## config.mk

```make
export PLATFORM = sky130hd
export DESIGN_NAME = rename_core_top
export DESIGN_NICKNAME = d
export VERILOG_FILES = /design/src/arch_pkg.sv /design/src/rob_pkg.sv /design/src/dispatch_if.sv /design/src/commit_if.sv /design/src/rename_dispatch.sv /design/src/reorder_buffer.sv /design/src/regfile_valid.sv /design/src/rename_core_top.sv
export SDC_FILE = /design/constraint.sdc
export NUM_CORES = 1
export LEC_CHECK = 0
export BUFFER_PORTS_ARGS = -buffer_cell sky130_fd_sc_hd__buf_2
export CORE_MARGIN = 2
export CORE_UTILIZATION = 30
export CTS_CLUSTER_DIAMETER = 80
export DETAILED_ROUTE_END_ITERATION = 10
export PLACE_DENSITY = 0.53
export SLEW_MARGIN = 20
export SYNTH_ARGS = -nofsm -noshare
export SYNTH_HDL_FRONTEND = slang
export SYNTH_HIERARCHICAL = 1
export SYNTH_SLANG_ARGS = --single-unit
```

## constraint.sdc

```tcl
create_clock -name clk -period 8.9 [get_ports clk]
set_input_delay 0 -clock clk [delete_from_list [all_inputs] [get_ports clk]]
set_output_delay 0 -clock clk [all_outputs]
set_load 0.01 [all_outputs]
```

## src/arch_pkg.sv

```systemverilog
// architectural register definitions
`default_nettype none

package arch_pkg;

	// ==========================================================
	// register file shape
	// ==========================================================

	// the core names eight architectural registers
	localparam int AREGS_DEF = 8;

	// dispatch and commit both run three slots wide
	localparam int QSLOTS_DEF = 3;

	// index of one architectural register
	// register 0 reads as constant and is never marked invalid
	typedef logic [2:0] areg_t;

	// the hardwired register
	localparam areg_t AREG_ZERO = 3'd0;

endpackage

`default_nettype wire

```

## src/rob_pkg.sv

```systemverilog
// reorder buffer definitions
`default_nettype none

package rob_pkg;

	// ==========================================================
	// buffer shape
	// ==========================================================

	// eight entries, so a tag is a plain 3 bit index that wraps
	localparam int RENTRIES_DEF = 8;

	// position of one instruction in the circular buffer
	typedef logic [2:0] rob_tag_t;

	// ==========================================================
	// entry layout
	// ==========================================================

	// one queued instruction as the buffer keeps it
	// tgt only means something when rfw is set
	typedef struct packed {
		arch_pkg::areg_t tgt;
		logic rfw;
		logic done;
	} rob_entry_t;

	// a freshly queued entry is never done yet
	localparam logic ENTRY_NOT_DONE = 1'b0;

endpackage

`default_nettype wire

```

## src/dispatch_if.sv

```systemverilog
// dispatch slot bundle
`timescale 1ns/10ps
`default_nettype none

interface dispatch_if #(
	parameter int QSLOTS = arch_pkg::QSLOTS_DEF
);
	import arch_pkg::*;
	import rob_pkg::*;

	// one strobe per slot that was accepted this cycle
	logic [QSLOTS-1:0] queued;
	// slot writes a register
	logic [QSLOTS-1:0] rfw;
	// destination register of each slot
	areg_t rd [QSLOTS];
	// buffer tag handed to each accepted slot
	rob_tag_t tag [QSLOTS];

	// the dispatch stage drives every field
	modport producer (output queued, rfw, rd, tag);
	// the buffer needs the tag to place the entry
	modport rob_side (input queued, rfw, rd, tag);
	// the valid tracker only clears bits, so no tag
	modport tracker_side (input queued, rfw, rd);

endinterface

`default_nettype wire

```

## src/commit_if.sv

```systemverilog
// commit bus bundle
`timescale 1ns/10ps
`default_nettype none

interface commit_if #(
	parameter int AREGS = arch_pkg::AREGS_DEF,
	parameter int QSLOTS = arch_pkg::QSLOTS_DEF,
	parameter int RENTRIES = rob_pkg::RENTRIES_DEF
);
	import arch_pkg::*;
	import rob_pkg::*;

	// per commit port, oldest entry on port 0
	logic [QSLOTS-1:0] v;
	logic [QSLOTS-1:0] rfw;
	rob_tag_t tag [QSLOTS];
	areg_t tgt [QSLOTS];
	// entries that are occupied and survive a miss in this cycle
	logic [RENTRIES-1:0] live;
	// registers still targeted by some surviving entry
	logic [AREGS-1:0] live_tgt;

	modport rob_side (output v, rfw, tag, tgt, live, live_tgt);
	modport tracker_side (input v, rfw, tag, tgt, live, live_tgt);

endinterface

`default_nettype wire

```

## src/rename_dispatch.sv

```systemverilog
// rename and dispatch stage
`timescale 1ns/10ps
`default_nettype none

module rename_dispatch #(
	parameter int AREGS = arch_pkg::AREGS_DEF,
	parameter int QSLOTS = arch_pkg::QSLOTS_DEF,
	parameter int RENTRIES = rob_pkg::RENTRIES_DEF
) (
	input  logic clk,
	input  logic rst,
	input  logic [QSLOTS-1:0] slot_v,
	input  logic [QSLOTS-1:0] slot_rfw,
	input  arch_pkg::areg_t slot_rd [QSLOTS],
	input  logic [$clog2(RENTRIES+1)-1:0] free_cnt,
	input  logic miss_v,
	input  rob_pkg::rob_tag_t miss_tag,
	dispatch_if.producer disp,
	output rob_pkg::rob_tag_t rf_source [AREGS]
);
	import rob_pkg::*;

	localparam int CW = $clog2(RENTRIES + 1);

	// next tag to hand out, kept in step with the buffer tail
	rob_tag_t tail;
	// number of slots accepted so far in this cycle
	logic [CW-1:0] nq;
	// set once a valid slot has been refused
	logic blocked;
	// helper terms for the ordering check
	logic refused_seen;
	logic gap;

	// ==========================================================
	// in-order acceptance
	// ==========================================================

	// walk the slots from 0 upward, an empty slot is simply skipped
	// but the first refused valid slot blocks everything above it
	always_comb begin
		nq = '0;
		blocked = miss_v;
		for (int s = 0; s < QSLOTS; s++) begin
			disp.queued[s] = 1'b0;
			disp.rfw[s] = slot_rfw[s];
			disp.rd[s] = slot_rd[s];
			// consecutive tags counted from the tail
			disp.tag[s] = tail + rob_tag_t'(nq);
			if (slot_v[s]) begin
				if (!blocked && nq < free_cnt) begin
					disp.queued[s] = 1'b1;
					nq = nq + 1'b1;
				end else begin
					blocked = 1'b1;
				end
			end
		end
	end

	// ==========================================================
	// tail pointer and source table
	// ==========================================================

	always_ff @(posedge clk) begin
		if (rst) begin
			tail <= '0;
			for (int a = 0; a < AREGS; a++)
				rf_source[a] <= '0;
		end else begin
			// a miss throws away everything younger than the branch
			if (miss_v)
				tail <= miss_tag + 1'b1;
			else
				tail <= tail + rob_tag_t'(nq);
			// ascending order lets the youngest writer of a register win
			for (int s = 0; s < QSLOTS; s++)
				if (disp.queued[s] && slot_rfw[s])
					rf_source[slot_rd[s]] <= disp.tag[s];
		end
	end

	// a queued slot above a refused valid slot breaks program order
	always_comb begin
		refused_seen = 1'b0;
		gap = 1'b0;
		for (int s = 0; s < QSLOTS; s++) begin
			if (disp.queued[s] && refused_seen)
				gap = 1'b1;
			if (slot_v[s] && !disp.queued[s])
				refused_seen = 1'b1;
		end
	end

	a_in_order: assert property (@(posedge clk) disable iff (rst) !gap);

endmodule

`default_nettype wire

```

## src/reorder_buffer.sv

```systemverilog
// reorder buffer
`timescale 1ns/10ps
`default_nettype none

module reorder_buffer #(
	parameter int AREGS = arch_pkg::AREGS_DEF,
	parameter int QSLOTS = arch_pkg::QSLOTS_DEF,
	parameter int RENTRIES = rob_pkg::RENTRIES_DEF
) (
	input  logic clk,
	input  logic rst,
	dispatch_if.rob_side disp,
	input  logic done_v,
	input  rob_pkg::rob_tag_t done_tag,
	input  logic miss_v,
	input  rob_pkg::rob_tag_t miss_tag,
	output logic [$clog2(RENTRIES+1)-1:0] free_cnt,
	commit_if.rob_side cmt
);
	import rob_pkg::*;

	localparam int CW = $clog2(RENTRIES + 1);

	// occupancy of the entry store follows from head and count alone
	rob_entry_t ent [RENTRIES];
	rob_tag_t head;
	logic [CW-1:0] count;

	// age of the missed branch relative to the head
	rob_tag_t miss_off;
	// entries left after a miss, before this cycle's commits
	logic [CW-1:0] keep_cnt;
	logic [CW-1:0] nq;
	logic [CW-1:0] ncmt;
	rob_tag_t cidx [QSLOTS];
	logic run;
	logic [RENTRIES-1:0] occ;
	logic [AREGS-1:0] ltgt;

	assign free_cnt = CW'(RENTRIES) - count;
	assign miss_off = miss_tag - head;
	assign keep_cnt = (CW'(miss_off) < count) ? CW'(miss_off) + 1'b1 : count;

	always_comb begin
		nq = '0;
		for (int s = 0; s < QSLOTS; s++)
			nq = nq + CW'(disp.queued[s]);
	end

	// ==========================================================
	// commit ports
	// ==========================================================

	// the oldest run of done entries, cut short at the first one
	// that is not done, not occupied or flushed by a miss
	always_comb begin
		run = 1'b1;
		ncmt = '0;
		for (int s = 0; s < QSLOTS; s++) begin
			cidx[s] = head + rob_tag_t'(s);
			run = run && (CW'(s) < count) && ent[cidx[s]].done
				&& (!miss_v || rob_tag_t'(s) <= miss_off);
			cmt.v[s] = run;
			cmt.tag[s] = cidx[s];
			cmt.tgt[s] = ent[cidx[s]].tgt;
			cmt.rfw[s] = ent[cidx[s]].rfw;
			ncmt = ncmt + CW'(run);
		end
	end

	// ==========================================================
	// live entries and live targets
	// ==========================================================

	always_comb begin
		ltgt = '0;
		for (int i = 0; i < RENTRIES; i++) begin
			// the offset from the head wraps at the tag width
			occ[i] = CW'(rob_tag_t'(rob_tag_t'(i) - head)) < count;
			// on a miss only the branch and the older entries remain
			cmt.live[i] = occ[i]
				&& (!miss_v || rob_tag_t'(rob_tag_t'(i) - head) <= miss_off);
			if (cmt.live[i] && ent[i].rfw)
				ltgt[ent[i].tgt] = 1'b1;
		end
	end

	assign cmt.live_tgt = ltgt;

	// ==========================================================
	// state update
	// ==========================================================

	always_ff @(posedge clk) begin
		if (rst) begin
			head <= '0;
			count <= '0;
		end else begin
			head <= head + rob_tag_t'(ncmt);
			// no slot is queued in a miss cycle, so nq is zero then
			count <= (miss_v ? keep_cnt : count + nq) - ncmt;
		end
	end

	// the done flag lands at the edge and can commit a cycle later
	always_ff @(posedge clk) begin
		if (done_v)
			ent[done_tag].done <= 1'b1;
		for (int s = 0; s < QSLOTS; s++)
			if (disp.queued[s])
				ent[disp.tag[s]] <= '{tgt: disp.rd[s], rfw: disp.rfw[s],
					done: ENTRY_NOT_DONE};
	end

	a_done_live: assert property (@(posedge clk) disable iff (rst)
		done_v |-> occ[done_tag]);
	a_no_overfill: assert property (@(posedge clk) disable iff (rst)
		nq <= free_cnt);

endmodule

`default_nettype wire

```

## src/regfile_valid.sv

```systemverilog
// register valid tracker
`timescale 1ns/10ps
`default_nettype none

module regfile_valid #(
	parameter int AREGS = arch_pkg::AREGS_DEF,
	parameter int QSLOTS = arch_pkg::QSLOTS_DEF
) (
	input  logic clk,
	input  logic rst,
	dispatch_if.tracker_side disp,
	commit_if.tracker_side cmt,
	input  logic miss_v,
	input  rob_pkg::rob_tag_t rf_source [AREGS],
	output logic [AREGS-1:0] rf_v,
	output logic [AREGS-1:0] reg_is_valid
);
	import arch_pkg::*;
	import rob_pkg::*;

	// target and recorded source of the commit port being looked at
	areg_t tgt;
	rob_tag_t src;

	// ==========================================================
	// early view
	// ==========================================================

	// the value rf_v takes at the next edge before any queued clear,
	// so a read-through register file can pick the result up a cycle early
	always_comb begin
		reg_is_valid = rf_v;
		tgt = '0;
		src = '0;
		// a miss frees every register no survivor is going to write
		if (miss_v)
			for (int n = 0; n < AREGS; n++)
				if (!cmt.live_tgt[n])
					reg_is_valid[n] = 1'b1;
		// a commit only validates if it is still the newest writer
		// or the recorded writer has been flushed from the buffer
		for (int s = 0; s < QSLOTS; s++) begin
			tgt = cmt.tgt[s];
			src = rf_source[tgt];
			if (cmt.v[s] && cmt.rfw[s] && (src == cmt.tag[s] || !cmt.live[src]))
				reg_is_valid[tgt] = 1'b1;
		end
		reg_is_valid[AREG_ZERO] = 1'b1;
	end

	// ==========================================================
	// registered bits
	// ==========================================================

	always_ff @(posedge clk) begin
		if (rst) begin
			rf_v <= '1;
		end else begin
			rf_v <= reg_is_valid;
			// queued writes come last so the clear beats a same-cycle commit
			for (int s = 0; s < QSLOTS; s++)
				if (disp.queued[s] && disp.rfw[s] && disp.rd[s] != AREG_ZERO)
					rf_v[disp.rd[s]] <= 1'b0;
		end
	end

	a_reg0_valid: assert property (@(posedge clk) disable iff (rst)
		rf_v[AREG_ZERO]);

endmodule

`default_nettype wire

```

## src/rename_core_top.sv

```systemverilog
// rename core top level
`timescale 1ns/10ps
`default_nettype none

module rename_core_top #(
	parameter int AREGS = arch_pkg::AREGS_DEF,
	parameter int QSLOTS = arch_pkg::QSLOTS_DEF,
	parameter int RENTRIES = rob_pkg::RENTRIES_DEF
) (
	input  logic clk,
	input  logic rst,
	input  logic [QSLOTS-1:0] slot_v,
	input  logic [QSLOTS-1:0] slot_rfw,
	input  arch_pkg::areg_t slot_rd [QSLOTS],
	input  logic done_v,
	input  rob_pkg::rob_tag_t done_tag,
	input  logic miss_v,
	input  rob_pkg::rob_tag_t miss_tag,
	output logic [QSLOTS-1:0] queued_on,
	output logic [QSLOTS-1:0] commit_v,
	output rob_pkg::rob_tag_t commit_tag [QSLOTS],
	output arch_pkg::areg_t commit_tgt [QSLOTS],
	output logic [AREGS-1:0] rf_v,
	output logic [AREGS-1:0] reg_is_valid
);
	import rob_pkg::*;

	localparam int CW = $clog2(RENTRIES + 1);

	logic [CW-1:0] free_cnt;
	rob_tag_t rf_source [AREGS];

	dispatch_if #(.QSLOTS(QSLOTS)) disp ();
	commit_if #(.AREGS(AREGS), .QSLOTS(QSLOTS), .RENTRIES(RENTRIES)) cmt ();

	// dispatch allocates tags and owns the register source table
	rename_dispatch #(.AREGS(AREGS), .QSLOTS(QSLOTS), .RENTRIES(RENTRIES))
	i_rename_dispatch (
		.clk(clk), .rst(rst), .slot_v(slot_v), .slot_rfw(slot_rfw),
		.slot_rd(slot_rd), .free_cnt(free_cnt), .miss_v(miss_v),
		.miss_tag(miss_tag), .disp(disp), .rf_source(rf_source)
	);

	reorder_buffer #(.AREGS(AREGS), .QSLOTS(QSLOTS), .RENTRIES(RENTRIES))
	i_reorder_buffer (
		.clk(clk), .rst(rst), .disp(disp), .done_v(done_v),
		.done_tag(done_tag), .miss_v(miss_v), .miss_tag(miss_tag),
		.free_cnt(free_cnt), .cmt(cmt)
	);

	regfile_valid #(.AREGS(AREGS), .QSLOTS(QSLOTS)) i_regfile_valid (
		.clk(clk), .rst(rst), .disp(disp), .cmt(cmt), .miss_v(miss_v),
		.rf_source(rf_source), .rf_v(rf_v), .reg_is_valid(reg_is_valid)
	);

	assign queued_on = disp.queued;
	assign commit_v = cmt.v;
	assign commit_tag = cmt.tag;
	assign commit_tgt = cmt.tgt;

endmodule

`default_nettype wire

```

Yosys cells after proc, flatten, opt, wreduce, memory -nomap -nowiden
Memory sizes are Yosys's and may differ from the RTL's. A register that Yosys moved wholly into a read port is not among the register bits.
Cells that the tools add are included.
- bits in registers: 42
- RAM bits: 40
- input bits: 25
- logic and storage cells: 319
- memories: 1
- add/subtract/negate cells: 26
- $lt $le $gt $ge: 66
- equal/unequal tests: 3
- multiplexer cells: 110
- bitwise operators: 22
- reductions and logical operators: 79
- memories (name ; depth ; width ; read ports ; clocked after Yosys merged registers in ; write ports ; line ; RTL):
    i_reorder_buffer.ent ; 8 ; 5 ; 11 ; 1 ; 4 ; reorder_buffer.sv:25 ; rob_entry_t ent [RENTRIES];
- operators with widths (operator ; count):
    8-bit two-way mux ; 17
    24-bit two-way mux ; 5
    8-bit OR ; 10
    24-bit bitwise mux ; 3
    3-bit by 4-bit < comparator with 1-bit output, second input constant ; 17
    1-bit logical AND ; 56
    1-bit two-way mux ; 44
    1-bit demux with 3-bit select ; 14
    3-bit by 1-bit greater-or-equal comparator with 1-bit output, second input constant ; 14
    3-bit two-way mux ; 13
    3-bit by 4-bit < comparator with 1-bit output ; 9
    3-bit binary-select mux with 3-bit select ; 3
    3-bit demux with 3-bit select ; 3
    8-bit AND ; 3
    4-bit greater-or-equal comparator, second input constant ; 6
    3-bit <= comparator ; 8
    3-bit NOT with 4-bit output ; 6
    8-bit NOT ; 3
    4-bit two-way mux ; 5
    1-bit logical OR ; 14
    3-bit adder ; 4
    1-bit by 4-bit < comparator with 1-bit output, first input constant ; 3
    4-bit by 1-bit < comparator with 1-bit output, second input constant ; 3
    3-bit subtractor, first input constant ; 4
    other kinds (20) ; 39

Depth between registers and ports, before layout
- depth in word-level cells: 36
- depth in mapped cells: 22

By module
The synthesis kept the hierarchy.
- by module, submodules not included (module ; times used ; cells an instance ; area an instance (um2)):
    reorder_buffer ; 1 ; 621 ; 5365.1
    rename_dispatch ; 1 ; 265 ; 2332.2
    regfile_valid ; 1 ; 251 ; 1935.6

Worst setup path after synthesis
No wires, ideal clock.
- path type: flip-flop to flip-flop
- start point: register i_reorder_buffer.count[0]
- end point: register i_reorder_buffer.count[3]
- library setup time: 0.115 ns
- data arrival time: 5.039 ns
- data required time: 8.785 ns
- path slack: 3.747 ns
- cell stages (with the launch flop): 23
- period minus slack after synthesis: 5.153 ns
- cells stage by stage: dfxtp_1 > inv_1 > ha_1 > xnor2_1 > nor4_2 > buf_2 > nor2_1 > ha_1 > and2_1 > ha_1 > inv_1 > a31oi_1 > o31ai_1 > nand3b_1 > inv_1 > ha_1 > inv_1 > fa_1 > mux2i_1 > ha_1 > a2111oi_2 > xnor2_1 > nor2_1
- elaborated cells on any way between the ends: 44
- classes of those cells: add/sub: 8; order compare: 7; mux: 16; reduce/logical: 13
- RTL lines (what ; line ; RTL):
    start, declared ; reorder_buffer.sv:27 ; logic [CW-1:0] count;
    start signal, assigned ; reorder_buffer.sv:101 ; count <= (miss_v ? keep_cnt : count + nq) - ncmt;
    4-bit subtractor ; reorder_buffer.sv:40 ; assign free_cnt = CW'(RENTRIES) - count;
    net free_cnt[2] ; rename_core_top.sv:30 ; logic [CW-1:0] free_cnt;
    1-bit by 4-bit < comparator with 1-bit output ; rename_dispatch.sv:51 ; if (!blocked && nq < free_cnt) begin
    1-bit logical AND ; rename_dispatch.sv:51 ;
    1-bit two-way mux ; rename_dispatch.sv:51 ;
    1-bit two-way mux ; rename_dispatch.sv:50 ; if (slot_v[s]) begin
    net queued_on[0] ; rename_core_top.sv:19 ; output logic [QSLOTS-1:0] queued_on,
    1-bit by 1-bit adder with 2-bit output ; reorder_buffer.sv:47 ; nq = nq + CW'(disp.queued[s]);
    4-bit by 1-bit adder with 4-bit output ; reorder_buffer.sv:47 ;
    4-bit adder ; reorder_buffer.sv:101 ;
    4-bit two-way mux ; reorder_buffer.sv:101 ;
    4-bit subtractor ; reorder_buffer.sv:101 ;
The timed path passes the listed nets, and every way through them passes these cells.
A chain may end at the register's enable or synchronous reset.

Final worst setup path
- start point: register i_reorder_buffer.count[0]
- end point: register i_reorder_buffer.count[3]
- longest elaborated chain between the ends: 17
- elaborated cells on any way between the ends: 44
- classes of those cells: add/sub: 8; order compare: 7; mux: 16; reduce/logical: 13
- ends and longest elaborated chain (what ; line):
    4-bit subtractor (*) ; reorder_buffer.sv:40
    net free_cnt[2] ; rename_core_top.sv:30
    1-bit by 4-bit < comparator with 1-bit output ; rename_dispatch.sv:51
    1-bit logical AND ; rename_dispatch.sv:51
    1-bit two-way mux ; rename_dispatch.sv:51
    4-bit two-way mux / 1-bit two-way mux (equally long branches) ; rename_dispatch.sv:50
    4-bit < comparator / 1-bit logical NOT (equally long branches) ; rename_dispatch.sv:51
    1-bit logical AND ; rename_dispatch.sv:51
    [2 not listed] ; -
    4-bit < comparator / 1-bit logical NOT (equally long branches) ; rename_dispatch.sv:51
    1-bit logical AND ; rename_dispatch.sv:51
    1-bit two-way mux ; rename_dispatch.sv:51
    1-bit two-way mux ; rename_dispatch.sv:50
    4-bit by 1-bit adder with 4-bit output (*) ; reorder_buffer.sv:47
    4-bit adder (*) ; reorder_buffer.sv:101
    4-bit two-way mux (*) ; reorder_buffer.sv:101
    4-bit subtractor (*) ; reorder_buffer.sv:101
The timed path passes the listed nets; every way through them passes the cells marked *.

==> impl_results.md <==
* Setup tns final at 0 ns
* DR vias at approximately 9500
* Total power per unit cell area at 264 mW/mm^2
* Estimated wirelength of the detail-placed design at ~28000 microns
* Commonest cells after routing, fill and taps aside: nor2_1, nand2_1, a21oi_1, buf_2, mux2i_1
* Vias per cell at between 6 and 7
* Routed wire per std cell at roughly 24 microns
* Relative slew slack at 0.327
* Worst hold path class: in2reg
* CTS Root Buffer Type: clkbuf_16
* Largest net degree at the start of global routing at 45
* Die Area at between 0.03 and 0.04 sq mm
* DRC Markers at 0
* Final-report max-slew violation count at 0
* Worst Hold Path Cells at 4
* Crit-path max FO at 15
* Slew at the pin with the worst max-slew slack at ~1.0 ns
* Wire length of the first global-routing pass at 56600 microns
* Clock slew at reported path FFs at approximately 0.070 ns
* Most common library cell in the layout ignoring fill and taps: nor2_1
* Port-buffer cells at 63
* Count of fill cells added during filler insertion at around 3300
* Final-report hold violation count at 0
* Critical Path Start Type: register
* Number of max-cap violations at 0
* Setup fix buffers added after clock tree synthesis at 0
* Warnings from Yosys at 6
* Unrepaired setup endpoints after global routing: false
* Overall global routing resource usage at 0.223
* Post-Route Hold Slack at 0.0681 ns
* Crit Path Category: reg2reg
* Mean Syn Cell Area at 8.49 sq um
* Sinks on Clock Net at 82
* Pre-Repair DR Iteration Count at 5
* Synthesis-to-finish area growth at 8.99%
* Routed Antenna Nets at 0
* Result of the run: completed
* Maximum level of the CTS H-tree at 3
* Antenna diode count at 0
* Post-synthesis instance total at ~1100
* Setup skew after layout at between 0.01 and 0.015 ns
* Worst IR drop on VDD at ~0.12 mV
* Final-stage net count at roughly 1200
* Grt ovf at 0
* Vertical extent of the die at 183 microns
* Core Area at about 0.031 sq mm
* Setup Viol. Count Final at 0
* Num ports at between 60 and 70
* Clock tree from TritonCTS: done
* Vias in the first global route at ~9000
* Timing-limited maximum frequency at roughly 0.16 GHz
* Static Leak at a little under 4 nW
* Final worst path period share at 0.683
* Final design utilization at 0.332
* Req. time, crit path at slightly above 9 ns
* Tmin final at 6.08 ns
* Die Width at 183 microns
* Worst-skew pair later-pin latency at around 0.35 ns
* Critical path arrival at 6.31 ns
* Detailed-route wire length at about 37000 microns
* DRT iter0 DRCs at approximately 900
* Starting Density at 0.304
* Number of antenna violations at the first check in global routing at 0
* Number of clock buffers inserted by TritonCTS at 9
* Kind of end point of the critical path: register
* Fraction of final layout cells sized beyond drive strength 1 at 0.181
* Combined area of all synthesized cells at ~0.0096 sq mm
* Largest buffer count on any clock path at 2
* Final GP Congestion at around 0.91
* Depth of the most critical reg-to-reg path at 22
* Count of standard-cell rows at 65
[metal layers]
| metal | share of wire | global-route usage |
|---|---|---|
| met2 | 0.44 | 0.343 |
| met1 | 0.44 | 0.313 |
| met4 | 0.027 | 0.0681 |
| met3 | 0.091 | 0.0485 |
| met5 | 0 | 0 |
[timing repair]
item	in CTS	in global routing
hold buffers	6	0
endpoints found under the hold margin	5	0
endpoints found under the setup margin	0	0
gates resized for setup	0	0
[sequential cells by signal, indices dropped and copies added (netlist names)]
name	flops
i_reorder_buffer/ent	40
i_rename_dispatch/rf_source	24
i_regfile_valid/rf_v	8
i_reorder_buffer/count	4
i_rename_dispatch/tail	3
i_reorder_buffer/head	3
[final cells by class]
type | instances | area (sq um) | share of cell area
Timing Repair Buffer | 78 | 443 | 0.0424
Tap cell | 402 | 503 | 0.0482
Multi-Input combinational cell | 919 | 7020 | 0.673
Inverter | 57 | 214 | 0.0205
Clock buffer | 11 | 254 | 0.0243
Clock inverter | 5 | 38.8 | 0.00372
Sequential cell | 82 | 1960 | 0.188
[through the flow]
step                      area [sq um]  setup slack, ns  cells  total power, W
after floorplan                   9580             3.75   1129         0.00183
after global placement           10100             3.02   1532         0.00234
after detailed placement         10100             2.96   1532         0.00234
after CTS                        10400             2.90   1554         0.00274
after global routing             10400             2.38   1554         0.00294
final                            10400             2.82   1554         0.00276
[critical path, stage by stage, from the launching register on]
cell	delay, ns
dfxtp_1	0.78
inv_1	0.15
ha_1	0.28
xnor2_1	0.63
nor4_2	0.11
buf_4	0.22
nor2_1	0.14
ha_1	0.15
and2_1	0.22
ha_1	0.28
inv_1	0.06
a31oi_1	0.04
o31ai_1	0.38
nand3b_1	0.21
inv_1	0.38
ha_1	0.24
inv_1	0.06
fa_1	0.44
mux2i_1	0.27
ha_1	0.30
a2111oi_2	0.40
xnor2_1	0.16
nor2_1	0.06
[power by group]
part	leakage [nW]	total (W)	switching, W	internal (W)
clock	0.141	0.000379	0.000171	0.000208
sequential	0.705	0.000586	0.000123	0.000463
combinational	3.02	0.00179	0.00113	0.000659
total	3.87	0.00276	0.00143	0.00133
[worst paths after layout]
path / startpoint / endpoint / slack (ns)
setup / recovery: i_reorder_buffer/count[0] / i_reorder_buffer/count[3] / 2.82
hold / removal: miss_tag[0] / i_rename_dispatch/tail[0] / 0.07
setup reg to reg: i_reorder_buffer/count[0] / i_reorder_buffer/count[3] / 2.82
hold reg to reg: i_reorder_buffer/ent[0][0] / i_reorder_buffer/ent[0][0] / 0.55
Note: power is estimated with default switching activity, not from simulation.
